[src/logic/xc_pkg.sv]
/*
 * XC correlator shared definitions.
 * Byte type, frame header and the UART character framing.
 */

package xc_pkg;

	// One character on the serial line.
	typedef logic [7:0] uart_byte_t;

	// Leading byte of every count frame.
	localparam uart_byte_t FRAME_HEADER = 8'h5a;

	// Start, eight data bits, stop.
	localparam int UART_BITS = 10;

	// Line levels of the framing bits.
	localparam logic START_BIT = 1'b0;
	localparam logic STOP_BIT  = 1'b1; // Also the idle level.

endpackage

[src/logic/line_sampler.sv]
/*
 * Line sampler.
 * Syncs the photon lines and the strobe into sysclk, decimates the lines
 * to the sample rate and turns the strobe into a one-cycle clear.
 */

module line_sampler #(
	parameter int NUM_LINES  = 4,
	parameter int SAMPLE_DIV = 8
) (
	input  logic                 sysclk,
	input  logic                 rst,
	input  logic [NUM_LINES-1:0] lines,
	input  logic                 strobe,
	output logic [NUM_LINES-1:0] sample,
	output logic                 sample_tick,
	output logic                 sync_clear
);

	localparam int DIV_W = $clog2(SAMPLE_DIV);

	logic [NUM_LINES-1:0] lines_s1, lines_s2; // Line synchronizer.
	logic                 strobe_s1, strobe_s2, strobe_s3; // Strobe sync plus edge flop.
	logic [DIV_W-1:0]     div_cnt; // Sample divider.

	wire div_wrap = (div_cnt == DIV_W'(SAMPLE_DIV - 1));

	// Line synchronizer and sample register.
	always_ff @(posedge sysclk) begin
		lines_s1 <= lines;
		lines_s2 <= lines_s1;
		if (div_wrap)
			sample <= lines_s2; // Held until the next tick.
	end

	always_ff @(posedge sysclk) begin
		if (rst) begin
			strobe_s1   <= 1'b0;
			strobe_s2   <= 1'b0;
			strobe_s3   <= 1'b0;
			div_cnt     <= '0;
			sample_tick <= 1'b0;
			sync_clear  <= 1'b0;
		end else begin
			strobe_s1   <= strobe;
			strobe_s2   <= strobe_s1;
			strobe_s3   <= strobe_s2;
			sync_clear  <= strobe_s2 & ~strobe_s3; // Rising edge only.
			sample_tick <= div_wrap; // Aligned with the new sample.
			div_cnt     <= div_wrap ? '0 : div_cnt + 1'b1;
		end
	end

endmodule

[src/logic/correlator.sv]
/*
 * Lag-zero correlator.
 * Saturating per-line and per-pair coincidence counters over a window
 * of INTEGRATION samples, frozen into a snapshot at each window end.
 */

module correlator #(
	parameter int NUM_LINES   = 4,
	parameter int RESOLUTION  = 16,
	parameter int INTEGRATION = 64
) (
	input  logic                                   sysclk,
	input  logic                                   rst,
	input  logic [NUM_LINES-1:0]                   sample,
	input  logic                                   sample_tick,
	input  logic                                   sync_clear,
	output logic [NUM_LINES-1:0][RESOLUTION-1:0]   auto_counts,
	output logic [NUM_LINES*(NUM_LINES-1)/2-1:0][RESOLUTION-1:0] cross_counts,
	output logic                                   frame_ready
);

	localparam int NUM_PAIRS = NUM_LINES * (NUM_LINES - 1) / 2;
	localparam int WIN_W     = $clog2(INTEGRATION + 1);

	logic [NUM_LINES-1:0][RESOLUTION-1:0] auto_cnt, auto_nxt; // Live and next auto counts.
	logic [NUM_PAIRS-1:0][RESOLUTION-1:0] cross_cnt, cross_nxt; // Live and next pair counts.
	logic [WIN_W-1:0]                     win_cnt; // Samples taken in this window.

	wire win_last = (win_cnt == WIN_W'(INTEGRATION - 1));
	wire win_end  = sample_tick & ~sync_clear & win_last; // Clear beats the tick.

	// Adds one on a hit, sticks at all ones.
	function automatic logic [RESOLUTION-1:0] sat_inc(input logic [RESOLUTION-1:0] cnt,
		input logic hit);
		return (hit && cnt != '1) ? cnt + 1'b1 : cnt;
	endfunction

	for (genvar i = 0; i < NUM_LINES; i++) begin : g_auto
		assign auto_nxt[i] = sat_inc(auto_cnt[i], sample[i]);
	end

	// Pair (i,j), i<j, in lexicographic order.
	for (genvar i = 0; i < NUM_LINES - 1; i++) begin : g_row
		for (genvar j = i + 1; j < NUM_LINES; j++) begin : g_col
			localparam int PAIR = i * NUM_LINES - i * (i + 1) / 2 + (j - i - 1);
			assign cross_nxt[PAIR] = sat_inc(cross_cnt[PAIR], sample[i] & sample[j]);
		end
	end

	always_ff @(posedge sysclk) begin
		if (rst) begin
			auto_cnt    <= '0;
			cross_cnt   <= '0;
			win_cnt     <= '0;
			frame_ready <= 1'b0;
		end else begin
			frame_ready <= win_end; // One clock after the final tick.
			if (sync_clear) begin
				auto_cnt  <= '0; // Partial window is discarded.
				cross_cnt <= '0;
				win_cnt   <= '0;
			end else if (sample_tick) begin
				if (win_last) begin
					auto_cnt  <= '0; // Next window starts from zero.
					cross_cnt <= '0;
					win_cnt   <= '0;
				end else begin
					auto_cnt  <= auto_nxt;
					cross_cnt <= cross_nxt;
					win_cnt   <= win_cnt + 1'b1;
				end
			end
		end
	end

	// Snapshot takes the counts including the final sample.
	always_ff @(posedge sysclk) begin
		if (win_end) begin
			auto_counts  <= auto_nxt;
			cross_counts <= cross_nxt;
		end
	end

endmodule

[src/logic/frame_packer.sv]
/*
 * Frame packer.
 * Copies a snapshot with its header into a frame register and feeds it
 * to the UART one byte at a time, MSB first. Flags snapshots it misses.
 */

module frame_packer import xc_pkg::*; #(
	parameter int NUM_LINES  = 4,
	parameter int RESOLUTION = 16
) (
	input  logic                                   sysclk,
	input  logic                                   rst,
	input  logic [NUM_LINES-1:0][RESOLUTION-1:0]   auto_counts,
	input  logic [NUM_LINES*(NUM_LINES-1)/2-1:0][RESOLUTION-1:0] cross_counts,
	input  logic                                   frame_ready,
	input  logic                                   busy,
	output uart_byte_t                             byte_data,
	output logic                                   byte_valid,
	output logic                                   overrun
);

	localparam int NUM_PAIRS   = NUM_LINES * (NUM_LINES - 1) / 2;
	localparam int COUNT_BITS  = (NUM_LINES + NUM_PAIRS) * RESOLUTION;
	localparam int FRAME_BITS  = COUNT_BITS + 8;
	localparam int FRAME_BYTES = FRAME_BITS / 8;
	localparam int IDX_W       = $clog2(FRAME_BYTES);

	logic [FRAME_BITS-1:0] flat; // Snapshot laid out in send order.
	logic [FRAME_BITS-1:0] frame_sr; // Private copy, next byte on top.
	logic [IDX_W-1:0]      idx; // Bytes issued so far.
	logic                  active; // Frame in progress.
	logic                  issued; // Byte went out last cycle.

	wire accept = frame_ready & ~active;

	// Header, then auto counts, then pairs, each count big-endian.
	assign flat[FRAME_BITS-1 -: 8] = FRAME_HEADER;
	for (genvar k = 0; k < NUM_LINES; k++) begin : g_auto
		assign flat[COUNT_BITS-1 - k*RESOLUTION -: RESOLUTION] = auto_counts[k];
	end
	for (genvar p = 0; p < NUM_PAIRS; p++) begin : g_cross
		assign flat[COUNT_BITS-1 - (NUM_LINES+p)*RESOLUTION -: RESOLUTION] = cross_counts[p];
	end

	assign byte_valid = active & ~busy & ~issued; // Wait for the UART.
	assign byte_data  = frame_sr[FRAME_BITS-1 -: 8];

	always_ff @(posedge sysclk) begin
		if (accept)
			frame_sr <= flat;
		else if (byte_valid)
			frame_sr <= frame_sr << 8; // Bring up the next byte.
	end

	always_ff @(posedge sysclk) begin
		if (rst) begin
			active  <= 1'b0;
			idx     <= '0;
			issued  <= 1'b0;
			overrun <= 1'b0;
		end else begin
			issued  <= byte_valid;
			overrun <= frame_ready & active; // Snapshot dropped.
			if (accept) begin
				active <= 1'b1;
				idx    <= '0;
			end else if (byte_valid) begin
				if (idx == IDX_W'(FRAME_BYTES - 1))
					active <= 1'b0; // Last byte handed over.
				idx <= idx + 1'b1;
			end
		end
	end

endmodule

[src/logic/uart_tx.sv]
/*
 * UART transmitter, 8N1.
 * Shifts out start, data LSB first and stop at CLKS_PER_BIT clocks per bit.
 */

module uart_tx import xc_pkg::*; #(
	parameter int CLKS_PER_BIT = 4
) (
	input  logic       sysclk,
	input  logic       rst,
	input  uart_byte_t byte_data,
	input  logic       byte_valid,
	output logic       tx,
	output logic       busy
);

	localparam int TMR_W = $clog2(CLKS_PER_BIT + 1);
	localparam int CNT_W = $clog2(UART_BITS);

	logic [UART_BITS-1:0] shreg; // Bit 0 drives the line.
	logic [TMR_W-1:0]     tmr; // Clocks into the current bit.
	logic [CNT_W-1:0]     bit_cnt; // Bits finished.

	wire bit_end = (tmr == TMR_W'(CLKS_PER_BIT - 1));

	assign tx = shreg[0];

	always_ff @(posedge sysclk) begin
		if (rst) begin
			shreg   <= '1; // Line idles high.
			tmr     <= '0;
			bit_cnt <= '0;
			busy    <= 1'b0;
		end else if (!busy) begin
			if (byte_valid) begin
				shreg   <= {STOP_BIT, byte_data, START_BIT};
				tmr     <= '0;
				bit_cnt <= '0;
				busy    <= 1'b1;
			end
		end else if (bit_end) begin
			tmr     <= '0;
			shreg   <= {STOP_BIT, shreg[UART_BITS-1:1]}; // Fill with idle level.
			bit_cnt <= bit_cnt + 1'b1;
			if (bit_cnt == CNT_W'(UART_BITS - 1))
				busy <= 1'b0; // Stop bit done.
		end else begin
			tmr <= tmr + 1'b1;
		end
	end

endmodule

[src/logic/xc_firmware.sv]
/*
 * XC correlator top level.
 * Sampler, lag-zero correlator, frame packer and UART in a chain.
 */

module xc_firmware import xc_pkg::*; #(
	parameter int NUM_LINES    = 4,
	parameter int RESOLUTION   = 16,
	parameter int SAMPLE_DIV   = 8,
	parameter int INTEGRATION  = 64,
	parameter int CLKS_PER_BIT = 4
) (
	input  logic                 sysclk,
	input  logic                 rst,
	input  logic [NUM_LINES-1:0] lines,
	input  logic                 strobe,
	output logic                 tx,
	output logic                 smpclk,
	output logic                 overrun
);

	localparam int NUM_PAIRS = NUM_LINES * (NUM_LINES - 1) / 2;

	logic [NUM_LINES-1:0]                 sample; // Decimated lines.
	logic                                 sync_clear; // Strobe edge.
	logic [NUM_LINES-1:0][RESOLUTION-1:0] auto_counts; // Snapshot.
	logic [NUM_PAIRS-1:0][RESOLUTION-1:0] cross_counts;
	logic                                 frame_ready;
	uart_byte_t                           byte_data;
	logic                                 byte_valid;
	logic                                 busy; // Only backward signal.

	line_sampler #(.NUM_LINES(NUM_LINES), .SAMPLE_DIV(SAMPLE_DIV)) sampler_i (
		.sysclk(sysclk), .rst(rst), .lines(lines), .strobe(strobe),
		.sample(sample), .sample_tick(smpclk), .sync_clear(sync_clear)
	);

	correlator #(.NUM_LINES(NUM_LINES), .RESOLUTION(RESOLUTION),
		.INTEGRATION(INTEGRATION)) correlator_i (
		.sysclk(sysclk), .rst(rst), .sample(sample), .sample_tick(smpclk),
		.sync_clear(sync_clear), .auto_counts(auto_counts),
		.cross_counts(cross_counts), .frame_ready(frame_ready)
	);

	frame_packer #(.NUM_LINES(NUM_LINES), .RESOLUTION(RESOLUTION)) packer_i (
		.sysclk(sysclk), .rst(rst), .auto_counts(auto_counts),
		.cross_counts(cross_counts), .frame_ready(frame_ready), .busy(busy),
		.byte_data(byte_data), .byte_valid(byte_valid), .overrun(overrun)
	);

	uart_tx #(.CLKS_PER_BIT(CLKS_PER_BIT)) uart_i (
		.sysclk(sysclk), .rst(rst), .byte_data(byte_data),
		.byte_valid(byte_valid), .tx(tx), .busy(busy)
	);

endmodule

[config.mk]
export PLATFORM = sky130hd
export DESIGN_NAME = xc_firmware
export DESIGN_NICKNAME = d
export VERILOG_FILES = /design/src/logic/xc_pkg.sv /design/src/logic/line_sampler.sv /design/src/logic/correlator.sv /design/src/logic/frame_packer.sv /design/src/logic/uart_tx.sv /design/src/logic/xc_firmware.sv
export SDC_FILE = /design/constraint.sdc
export NUM_CORES = 1
export LEC_CHECK = 0
export BUFFER_PORTS_ARGS = -buffer_cell sky130_fd_sc_hd__buf_2
export CORE_UTILIZATION = 35
export CTS_BUF_LIST = sky130_fd_sc_hd__clkbuf_2
export DETAILED_ROUTE_END_ITERATION = 10
export MAX_ROUTING_LAYER = met4
export PLACE_DENSITY_LB_ADDON = 0.25
export SYNTH_ARGS = -nofsm -noshare
export SYNTH_HDL_FRONTEND = slang
export SYNTH_HIERARCHICAL = 1
export SYNTH_SLANG_ARGS = --single-unit
export TNS_END_PERCENT = 20
[constraint.sdc]
create_clock -name sysclk -period 8.55 [get_ports sysclk]
set_clock_uncertainty 0.2 [all_clocks]
set_input_delay 1.71 -clock sysclk [delete_from_list [all_inputs] [get_ports sysclk]]
set_output_delay 1.71 -clock sysclk [all_outputs]
set_load 0.005 [all_outputs]
==> results of run 1 <==
worst paths after layout:
check	depth (start not counted)	slack, ns	from	to
setup / recovery	2	4.57	sampler_i/sample_tick$_SDFF_PP0_	smpclk
hold / removal	0	0.11	sampler_i/lines_s1[1]$_DFF_P_	sampler_i/lines_s2[1]$_DFF_P_
setup reg to reg	6	4.62	correlator_i/win_cnt[0]$_SDFFE_PP0P_	correlator_i/cross_counts[57]$_DFFE_PP_
hold reg to reg	0	0.11	sampler_i/lines_s1[1]$_DFF_P_	sampler_i/lines_s2[1]$_DFF_P_
power groups by stage:
stage	logic, mW	registers [mW]	clock network, mW
3_3_place_gp	0.0654	2.81	0
2_1_floorplan	0.0485	2.80	0
3_5_place_dp	0.0672	2.81	0
4_1_cts	0.0674	2.75	2.11
6_report	0.0669	2.75	2.01
5_1_grt	0.0742	2.75	2.24
area by class of cell:
| class | count | area [um2] | share of cell area [%] |
|---|---|---|---|
| multi-input cells | 1660 | 9400 | 35.4 |
| well taps | 931 | 1160 | 4.39 |
| repair buffers | 29 | 195 | 0.735 |
| clock inverters | 32 | 300 | 1.13 |
| flip-flops and latches | 541 | 14100 | 53.0 |
| clock buffers | 240 | 1200 | 4.53 |
| diodes | 3 | 7.51 | 0.0283 |
| inverters | 53 | 199 | 0.750 |
worst register-to-register path, cell delays in order (launching register included):
cell                      delay (ns)
sky130_fd_sc_hd__dfxtp_1        0.39
sky130_fd_sc_hd__ha_1           0.26
sky130_fd_sc_hd__nand4_1        0.25
sky130_fd_sc_hd__nor2_1         0.31
sky130_fd_sc_hd__nand2_1        0.29
sky130_fd_sc_hd__nor2_4         0.78
sky130_fd_sc_hd__buf_4          0.92
cell usage in the layout, fill, tap and decap left out, drive strengths merged, types with 5 or more instances in the layout:
| master | instances |
|---|---|
| a21o | 5 |
| a21oi | 81 |
| a221oi | 7 |
| a22o | 23 |
| a31oi | 72 |
| a41oi | 7 |
| and2 | 24 |
| and3 | 30 |
| and4 | 32 |
| buf | 29 |
| bufinv | 6 |
| clkbuf | 240 |
| clkinv | 18 |
| dfxtp | 217 |
| edfxtp | 324 |
| ha | 19 |
| inv | 57 |
| mux2 | 12 |
| mux2i | 14 |
| nand2 | 602 |
| nand2b | 18 |
| nand3 | 88 |
| nand4 | 76 |
| nor2 | 88 |
| nor2b | 18 |
| nor3 | 34 |
| nor3b | 8 |
| nor4 | 10 |
| o2111ai | 5 |
| o211ai | 5 |
| o21ai | 96 |
| o21bai | 8 |
| o22ai | 6 |
| o31ai | 24 |
| or3 | 44 |
| xnor2 | 100 |
| xor2 | 42 |
registers in the layout, indices dropped and copies added (netlist names), 5 cells and up:
signal / flops
correlator_i/auto_cnt: 64
uart_i/shreg: 9
packer_i/idx: 5
correlator_i/cross_cnt: 96
correlator_i/win_cnt: 7
correlator_i/cross_counts: 96
correlator_i/auto_counts: 64
packer_i/frame_sr: 168
logic make-up (layout without fill, tap and decap cells):
group	count (synthesis)	after routing	synth area share (%)
xor gates and xnor gates	142	142	5.13
other	0	3	0
DFF	541	541	58.0
buffers and inverters	198	354	3.58
muxes	26	26	1.13
adders and majority gates	19	19	0.980
and+or+nand+nor	1093	1093	21.2
AOI/OAI and AO/OA	380	380	10.0
metrics by stage:
step	setup WS, ns	power [mW]	hold slack (ns)	area [um2]	utilization [%]
after CTS	4.36	4.92	0.112	26500	38.7
final	4.57	4.83	0.109	26500	38.7
after global placement	3.93	2.87	0.112	25000	36.5
after detailed placement	3.89	2.87	0.112	25000	36.5
after global routing	4.34	5.07	0.137	26500	38.7
after floorplan	0.0254	2.85	0.110	24300	-
layer usage:
layer,share of wire (%),vias to the layer above
met4,2.5,0
met2,47,461
li1,-,8768
met5,0,-
met3,5.3,114
met1,45,8558
==> results.tsv, run 1 <==
metric	value	unit
placed instance count	3214	
number of antenna violations at the first check in global routing	3	
worst slew slack as a fraction of its limit	25.0	%
Fmax	251	MHz
Net Sw Power	1.15	mW
number of buffer and inverter stages on the critical path	2	
total number of vias	17900	
worst-margin pin slew	1.12	ns
NumNets Final	2457	
number of violations of the max-capacitance limit	0	
Post-Route WL	56.3	mm
share of cells above drive strength 1	12.8	%
final routed wire length divided by cell count	16.1	um
clock power share	41.7	%
met2 Track Usage GR	26.3	%
Net Count, Synth	2425	
standard-cell rows	96	
clock latency reported for the late side of the worst-skew pair	1.32	ns
family with the most delay on the worst path	buffers and inverters	
FF+latch count, synth	541	
Leak	9.56	nW
number of setup buffers added after CTS	0	
delay contributed by the slowest stage of the critical path	0.36	ns
pins over their slew limit	0	
crit-path max FO	18	
ordered list of cells on the worst path	buf_4 -> buf_2	
Total Negative Setup Slacks	0	ns
class of the most critical hold timing path	register to register	
post-route insts no fill	3489	
total number of H-tree levels	4	
Iteration-0 DRC Markers	1343	
Reg clk slew, reported paths	0.10	ns
area of the die	70400	um2
number of endpoints failing setup at the final stage	0	
leading cell types by total area after synthesis	sky130_fd_sc_hd__edfxtp_1, sky130_fd_sc_hd__dfxtp_1, sky130_fd_sc_hd__nand2_1	
maximum vdd ir drop	102	uV
Ys Warns	6	
GRT busiest layer	met2	
required time of the critical path	6.64	ns
P_int	3.68	mW
maximum root-to-sink buffer count	3	
CP endpoint kind	output port	
number of clock sinks seen by CTS	541	
maximum number of pins on one net before global-route repair	84	
largest area contributor in the synthesized netlist	sky130_fd_sc_hd__edfxtp_1	
fraction of the yosys area taken by sequential cells	58.0	%
status	finished, final reports clean	
area of the mapped netlist	24300	um2
half-perimeter wire length of the detailed placement result	33.9	mm
share of the synthesized area in the top cell type	40.1	%
Layout fillers	6782	
PortBufs	9	
detail-routed via count per cell	5.13	
arrival time at the worst endpoint	2.07	ns
proportion of power drawn by flip-flops and latches	56.9	%
DRT Pass-1 Iters	5	
EDFF count, synth	324	
Mapped Cells	2399	
Commonest cells post-synth	sky130_fd_sc_hd__nand2_1, sky130_fd_sc_hd__edfxtp_1, sky130_fd_sc_hd__dfxtp_1, sky130_fd_sc_hd__xnor2_1, sky130_fd_sc_hd__o21ai_0	
share of synthesized flip-flops with an asynchronous set or reset	0	%
met3 usage	3.88	%
clock tree from TritonCTS	done	
Syn Area/Cell	10.1	um2
slowest stage cell, crit path	sky130_fd_sc_hd__dfxtp_1	
growth of design area from synthesis to finish	9.38	%
category of the worst setup path launch point	register	
last weighted congestion value of the routability-driven placer	0.821	
total count of hold-check failures in the final report	0	
Comb pwr share	1.4	%
initial cell density of the core	35.4	%
sw frac	23.8	%
Die X-Extent	265	um
global-route total usage across every layer	16.8	%
RSZ-0062 raised after global routing	false	
count of hold-fix buffers inserted at cts	0	
# resized after CTS	0	
number of distinct library cells after synthesis	79	
count of nets left with antenna violations after detail routing	0	
count of pins on the block boundary	10	
global route overflow	0	
final period demand of the worst path	3.98	ns
wire length of the first global-routing pass	91.1	mm
most frequently used cell type in the post-synthesis netlist	sky130_fd_sc_hd__nand2_1	
core box area	68600	um2
number of global-route vias before repair	17600	
Crit Path Class	register to output port	
final worst path period share	46.6	%
power per cell area	182	nW/um2
# DRC	0	
met1 GRT Util	20.7	%
vertical die dimension	265	um
Synth Flop Type	sky130_fd_sc_hd__edfxtp_1	
root cell of the clock tree	sky130_fd_sc_hd__clkbuf_2	
Num CTS Buffers	146	
Power figures use the tool's default switching activity.
==> run 2: changes to the inputs <==
--- a/config.mk
+++ b/config.mk
@@ -5,6 +5,7 @@
 export SDC_FILE = /design/constraint.sdc
 export NUM_CORES = 1
 export LEC_CHECK = 0
+export ABC_AREA = 1
 export BUFFER_PORTS_ARGS = -buffer_cell sky130_fd_sc_hd__buf_2
 export CORE_UTILIZATION = 35
 export CTS_BUF_LIST = sky130_fd_sc_hd__clkbuf_2
==> constraint.sdc (replaced) <==
create_clock -name sysclk -period 4.14 [get_ports sysclk]
set_clock_uncertainty 0.2 [all_clocks]
set_input_delay 0.828 -clock sysclk [delete_from_list [all_inputs] [get_ports sysclk]]
set_output_delay 0.828 -clock sysclk [all_outputs]
set_load 0.005 [all_outputs]
==> run 2 against run 1 <==
Net effect:
- clock-buffer cell count is 24 lower
- final cell count is 22% higher
- power grew 100%
- hold slack gained 0.017 ns
==> results.tsv, run 2 <==
metric	value	unit
detail-routed via count per cell	4.61	
area of the multi-input gates	9740	um2
area of the die	73900	um2
DRT Pass-1 Iters	5	
number of flip-flops in the largest register	168	
Tot Pwr	9.67	mW
category of the worst setup path launch point	register	
area of the mapped netlist	25500	um2
utilization after layout	38.9	%
FF+latch count, synth	541	
clock tree from TritonCTS	done	
global route overflow	0	
Die X-Extent	272	um
largest registers ranked by flip-flop count	packer_i/frame_sr x168, correlator_i/cross_cnt x96, correlator_i/cross_counts x96	
clock latency reported for the late side of the worst-skew pair	1.28	ns
number of violations of the max-capacitance limit	0	
Mapped Cells	3130	
half-perimeter wire length of the detailed placement result	34.9	mm
number of global-route vias before repair	18600	
number of distinct library cells after synthesis	36	
leading cell types by total area after synthesis	sky130_fd_sc_hd__edfxtp_1, sky130_fd_sc_hd__nand2_1, sky130_fd_sc_hd__dfxtp_1	
EDFF count, synth	324	
number of clock sinks seen by CTS	541	
root cell of the clock tree	sky130_fd_sc_hd__clkbuf_2	
most frequent standard cell in the layout excluding fill and tap cells	sky130_fd_sc_hd__nand2_1	
Reg clk slew, reported paths	0.10	ns
share of the synthesized area in the top cell type	38.2	%
Net Count, Synth	3156	
total count of hold-check failures in the final report	0	
most frequently used cell type in the post-synthesis netlist	sky130_fd_sc_hd__nand2_1	
register with the most flip-flops	packer_i/frame_sr	
Layout fillers	7427	
setup slack of the worst register-to-register path	1.49	ns
required time of the critical path	3.11	ns
CP endpoint kind	output port	
met2 Track Usage GR	24.2	%
vertical die dimension	272	um
growth of design area from synthesis to finish	9.63	%
class of the most critical hold timing path	register to register	
post-route insts no fill	4270	
fraction of the yosys area taken by sequential cells	55.2	%
maximum root-to-sink buffer count	3	
family with the most delay on the worst path	flip-flops	
Synth Flop Type	sky130_fd_sc_hd__edfxtp_1	
final period demand of the worst path	3.01	ns
worst-case setup margin in the final layout	1.13	ns
Num CTS Buffers	146	
slowest stage cell, crit path	sky130_fd_sc_hd__dfxtp_1	
placed instance count	3990	
total number of H-tree levels	4	
maximum number of pins on one net before global-route repair	165	
Iteration-0 DRC Markers	1078	
Fmax	332	MHz
number of setup buffers added after CTS	0	
wire length of the first global-routing pass	92.9	mm
number of endpoints failing setup at the final stage	0	
NumNets Final	3226	
Total Negative Setup Slacks	0	ns
setup slack at placement	1.48	ns
count of nets left with antenna violations after detail routing	0	
largest area contributor in the synthesized netlist	sky130_fd_sc_hd__edfxtp_1	
Placement Cell Area	26400	um2
GRT busiest layer	met2	
global-route total usage across every layer	15.9	%
final routed wire length divided by cell count	13.1	um
worst slew slack as a fraction of its limit	35.3	%
delay contributed by the slowest stage of the critical path	0.54	ns
worst hold slack after final layout	0.126	ns
standard-cell rows	98	
total number of vias	19700	
initial cell density of the core	35.5	%
RSZ-0062 raised after global routing	false	
count of pins on the block boundary	10	
power per cell area	346	nW/um2
met3 usage	3.27	%
Syn Area/Cell	8.14	um2
Commonest cells post-synth	sky130_fd_sc_hd__nand2_1, sky130_fd_sc_hd__nand3_1, sky130_fd_sc_hd__edfxtp_1, sky130_fd_sc_hd__inv_1, sky130_fd_sc_hd__dfxtp_1	
final worst path period share	72.8	%
number of buffer and inverter stages on the critical path	1	
last weighted congestion value of the routability-driven placer	0.823	
core box area	71700	um2
share of synthesized flip-flops with an asynchronous set or reset	0	%
commonest cells after routing, fill and taps aside	sky130_fd_sc_hd__nand2_1, sky130_fd_sc_hd__nand3_1, sky130_fd_sc_hd__edfxtp_1	
number of antenna violations at the first check in global routing	2	
Post-Route WL	56.1	mm
# DRC	0	
final standard cell area without fillers	27900	um2
share of cells above drive strength 1	9.10	%
ordered list of cells on the worst path	buf_2	
status	finished, final reports clean	
worst-margin pin slew	0.971	ns
PortBufs	9	
area occupied by registers	14100	um2
Ys Warns	6	
Leak	11.1	nW
arrival time at the worst endpoint	1.98	ns
crit-path max FO	7	
Crit Path Class	register to output port	
pins over their slew limit	0	
maximum vdd ir drop	208	uV
met1 GRT Util	20.5	%
==> run 2: cell count changes after synthesis, moves of 29 or more <==
cell                      before   now
sky130_fd_sc_hd__nand2_1     601  1172
sky130_fd_sc_hd__nand3_1      87   336
sky130_fd_sc_hd__inv_1        53   288
sky130_fd_sc_hd__nor2_1       88   206
sky130_fd_sc_hd__and2_1       20   127
sky130_fd_sc_hd__xnor2_1     100     5
sky130_fd_sc_hd__a21oi_1      81   172
sky130_fd_sc_hd__o21ai_0      93    21
sky130_fd_sc_hd__a31oi_1      72     1
sky130_fd_sc_hd__or3_1        44     0
sky130_fd_sc_hd__and4_1       32     0
sky130_fd_sc_hd__nand4_1      76    46
sky130_fd_sc_hd__xor2_1       42    12
sky130_fd_sc_hd__and3_1       29     0
==> run 2: where the power goes <==
group | switching [mW] | internal (mW) | leakage [nW]
logic | 0.0676 | 0.0283 | 5.37
clock network | 2.30 | 1.61 | 1.05
registers | 0.0108 | 5.66 | 4.71
==> run 2: worst paths after layout <==
kind | start | cells past startpoint | end
setup / recovery | sampler_i/sample_tick$_SDFF_PP0_ | 1 | smpclk
hold / removal | sampler_i/lines_s1[3]$_DFF_P_ | 0 | sampler_i/lines_s2[3]$_DFF_P_
setup reg to reg | packer_i/active$_SDFFE_PP0P_ | 5 | packer_i/frame_sr[56]$_DFFE_PP_
hold reg to reg | sampler_i/lines_s1[3]$_DFF_P_ | 0 | sampler_i/lines_s2[3]$_DFF_P_
==> run 2: routing by layer <==
metal | part of all wire, % | wire [um]
met1 | 49 | 27700
met2 | 45 | 25100
met3 | 3.7 | 2080
met4 | 2.1 | 1180
met5 | 0 | 0
==> run 2: area by class of cell <==
| cell class | instances | area share [%] |
|---|---|---|
| Antenna cell | 3 | 0.0269 |
| Clock buffer | 216 | 3.87 |
| Clock inverter | 49 | 1.16 |
| Inverter | 294 | 4.01 |
| Multi-Input combinational cell | 2177 | 34.9 |
| Sequential cell | 541 | 50.4 |
| Tap cell | 950 | 4.26 |
| Timing Repair Buffer | 40 | 1.42 |
==> run 2: cells by family (layout without fill, tap and decap cells) <==
group | after synthesis | count (layout) | synth area share, %
AO/OA/AOI/OAI | 207 | 207 | 4.24
XOR/XNOR | 17 | 17 | 0.584
adder cells (fa/ha/maj) | 19 | 19 | 0.933
buffers and inverters | 412 | 599 | 6.59
flip-flops | 541 | 541 | 55.2
other | 0 | 3 | 0
AND/OR/NAND/NOR | 1934 | 1934 | 32.4
==> run 2: what timing repair did <==
action	in CTS	in global routing
hold endpoints to repair	41	0
gates resized for setup	0	0
hold buffers	12	0
==> run 3: changes to the inputs <==
==> constraint.sdc (replaced) <==
create_clock -name sysclk -period 2.9 [get_ports sysclk]
set_clock_uncertainty 0.2 [all_clocks]
set_input_delay 0.58 -clock sysclk [delete_from_list [all_inputs] [get_ports sysclk]]
set_output_delay 0.58 -clock sysclk [all_outputs]
set_load 0.005 [all_outputs]
==> run 3 against run 2 <==
Net effect:
- critical path depth unchanged
- first-iteration DRC count down 6.3%
- sequential share of layout area down 0.39 points
- hold slack better by 0.012 ns
- critical endpoint unchanged
- clock power up 46%
- routed wire length up 0.78%
- largest cell class unchanged
- clock-buffer cell count up 11
- global-route usage up 0.15 points
- highest routed layer unchanged
- final cell count up 0.61%
- sequential cell count unchanged
==> results.tsv, run 3 (same netlist as run 2, synthesis figures left out) <==
metric	value	unit
Placement Cell Area	26600	um2
total count of hold-check failures in the final report	0	
number of antenna violations at the first check in global routing	2	
largest registers ranked by flip-flop count	packer_i/frame_sr x168, correlator_i/cross_cnt x96, correlator_i/cross_counts x96	
Iteration-0 DRC Markers	1010	
clock power share	40.9	%
root cell of the clock tree	sky130_fd_sc_hd__clkbuf_2	
number of flip-flops in the largest register	168	
number of buffer and inverter stages on the critical path	1	
number of setup buffers added after CTS	0	
setup slack of the worst register-to-register path	0.44	ns
number of endpoints failing setup at the final stage	0	
detail-routed via count per cell	4.61	
maximum root-to-sink buffer count	3	
worst slew slack as a fraction of its limit	40.0	%
last weighted congestion value of the routability-driven placer	0.846	
worst-margin pin slew	0.900	ns
initial cell density of the core	35.5	%
class of the most critical hold timing path	register to register	
standard-cell rows	98	
Die X-Extent	272	um
Tot Pwr	13.9	mW
Crit Reg-Reg Endpoint	correlator_i/cross_counts[25]$_DFFE_PP_	
wire length of the first global-routing pass	93.6	mm
growth of design area from synthesis to finish	10.5	%
required time of the critical path	2.12	ns
maximum number of pins on one net before global-route repair	163	
clock tree from TritonCTS	done	
P_int	10.5	mW
Leak	11.2	nW
end point of the worst hold path	sampler_i/lines_s2[0]$_DFF_P_	
maximum vdd ir drop	315	uV
total number of H-tree levels	4	
status	finished, final reports clean	
final worst path period share	92.5	%
area of the die	73900	um2
final routed wire length divided by cell count	13.1	um
category of the worst setup path launch point	register	
launch point of the worst reg-to-reg path	sampler_i/sample[0]$_DFFE_PN_	
Net Sw Power	3.48	mW
sw frac	25.0	%
share of cells above drive strength 1	9.64	%
register with the most flip-flops	packer_i/frame_sr	
global-route total usage across every layer	16.0	%
DRT Pass-1 Iters	5	
pins over their slew limit	0	
Comb pwr share	1.1	%
number of global-route vias before repair	18900	
most frequent standard cell in the layout excluding fill and tap cells	sky130_fd_sc_hd__nand2_1	
count of pins on the block boundary	10	
Layout fillers	7406	
final standard cell area without fillers	28200	um2
Total Negative Setup Slacks	0	ns
number of violations of the max-capacitance limit	0	
core box area	71700	um2
count of nets left with antenna violations after detail routing	0	
Crit Path Class	register to output port	
ordered list of cells on the worst path	buf_2	
number of cells on the worst reg-to-reg path	6	
power per cell area	495	nW/um2
clock latency reported for the late side of the worst-skew pair	1.38	ns
NumNets Final	3240	
number of clock sinks seen by CTS	541	
worst-case setup margin in the final layout	0.216	ns
PortBufs	9	
commonest cells after routing, fill and taps aside	sky130_fd_sc_hd__nand2_1, sky130_fd_sc_hd__nand3_1, sky130_fd_sc_hd__edfxtp_1	
Hold Path Stages	0	
CP endpoint kind	output port	
Num CTS Buffers	151	
final period demand of the worst path	2.68	ns
crit-path max FO	7	
critical hold path startpoint	sampler_i/lines_s1[0]$_DFF_P_	
Fmax	373	MHz
Reg clk slew, reported paths	0.10	ns
RSZ-0062 raised after global routing	false	
family with the most delay on the worst path	flip-flops	
half-perimeter wire length of the detailed placement result	35.0	mm
delay contributed by the slowest stage of the critical path	0.41	ns
# DRC	0	
total number of vias	19800	
Post-Route WL	56.5	mm
arrival time at the worst endpoint	1.90	ns
slowest stage cell, crit path	sky130_fd_sc_hd__dfxtp_4	
global route overflow	0	
vertical die dimension	272	um
proportion of power drawn by flip-flops and latches	58.1	%
setup slack at placement	0.567	ns
run 3: cell types whose count changed in the layout (fill, tap and decap cells not counted), moves of 2 or more:
cell / change
sky130_fd_sc_hd__inv_2: -2
sky130_fd_sc_hd__dfxtp_1: -3
sky130_fd_sc_hd__clkinv_1: +8
sky130_fd_sc_hd__buf_12: +5
sky130_fd_sc_hd__diode_2: +3
sky130_fd_sc_hd__clkbuf_2: +11
sky130_fd_sc_hd__buf_4: +3
sky130_fd_sc_hd__dfxtp_2: +2
sky130_fd_sc_hd__clkinv_2: -4
run 3: how the worst max path moves through the flow:
stage | from | endpoint | slack, ns | depth (start not counted)
2_1_floorplan | correlator_i/win_cnt[1]$_SDFFE_PP0P_ | correlator_i/auto_counts[0]$_DFFE_PP_ | -1.07 | 5
3_3_place_gp | sampler_i/sample[0]$_DFFE_PN_ | correlator_i/cross_counts[27]$_DFFE_PP_ | 0.57 | 6
3_5_place_dp | rst | correlator_i/cross_cnt[73]$_SDFFE_PP0P_ | 0.57 | 5
4_1_cts | sampler_i/sample_tick$_SDFF_PP0_ | smpclk | 0.003 | 1
5_1_grt | sampler_i/sample_tick$_SDFF_PP0_ | smpclk | 0.06 | 1
6_report | sampler_i/sample_tick$_SDFF_PP0_ | smpclk | 0.22 | 1
run 3: through the flow:
stage / utilization, % / std cells / hold WS (ns)
floorplan: - / 3130 / 0.110
global placement: 37.0 / 3998 / 0.111
detailed placement: 37.0 / 3998 / 0.114
CTS: 39.2 / 4291 / 0.00414
global route: 39.3 / 4293 / 0.110
finish: 39.3 / 4296 / 0.138
run 3: repair_timing:
item	4_1_cts	5_1_grt
hold buffers	14	0
gates resized for setup	2	2
endpoints found under the hold margin	95	0
endpoints found under the setup margin	1	50
run 3: cell type report:
type	instances	area (um2)	area share [%]
clock buffers	227	1140	4.03
diodes	6	15.0	0.0533
flip-flops and latches	541	14100	50.0
repair buffers	49	528	1.87
multi-input cells	2177	9770	34.7
clock inverters	52	317	1.12
well taps	950	1190	4.22
inverters	294	1120	3.99
run 3: power groups by stage:
stage	logic, mW	clock network (mW)	registers [mW]
floorplan	0.112	0	8.26
global placement	0.135	0	8.27
detailed placement	0.136	0	8.27
CTS	0.152	5.99	8.09
global route	0.170	6.35	8.09
finish	0.148	5.70	8.09
run 3: per-layer routing:
metal	track usage, %	wire, um	vias to the layer above
met4	6.49	1060	0
met3	3.26	2000	87
met5	-	0	-
li1	-	-	10400
met2	25.2	26300	283
met1	20.1	27200	9016
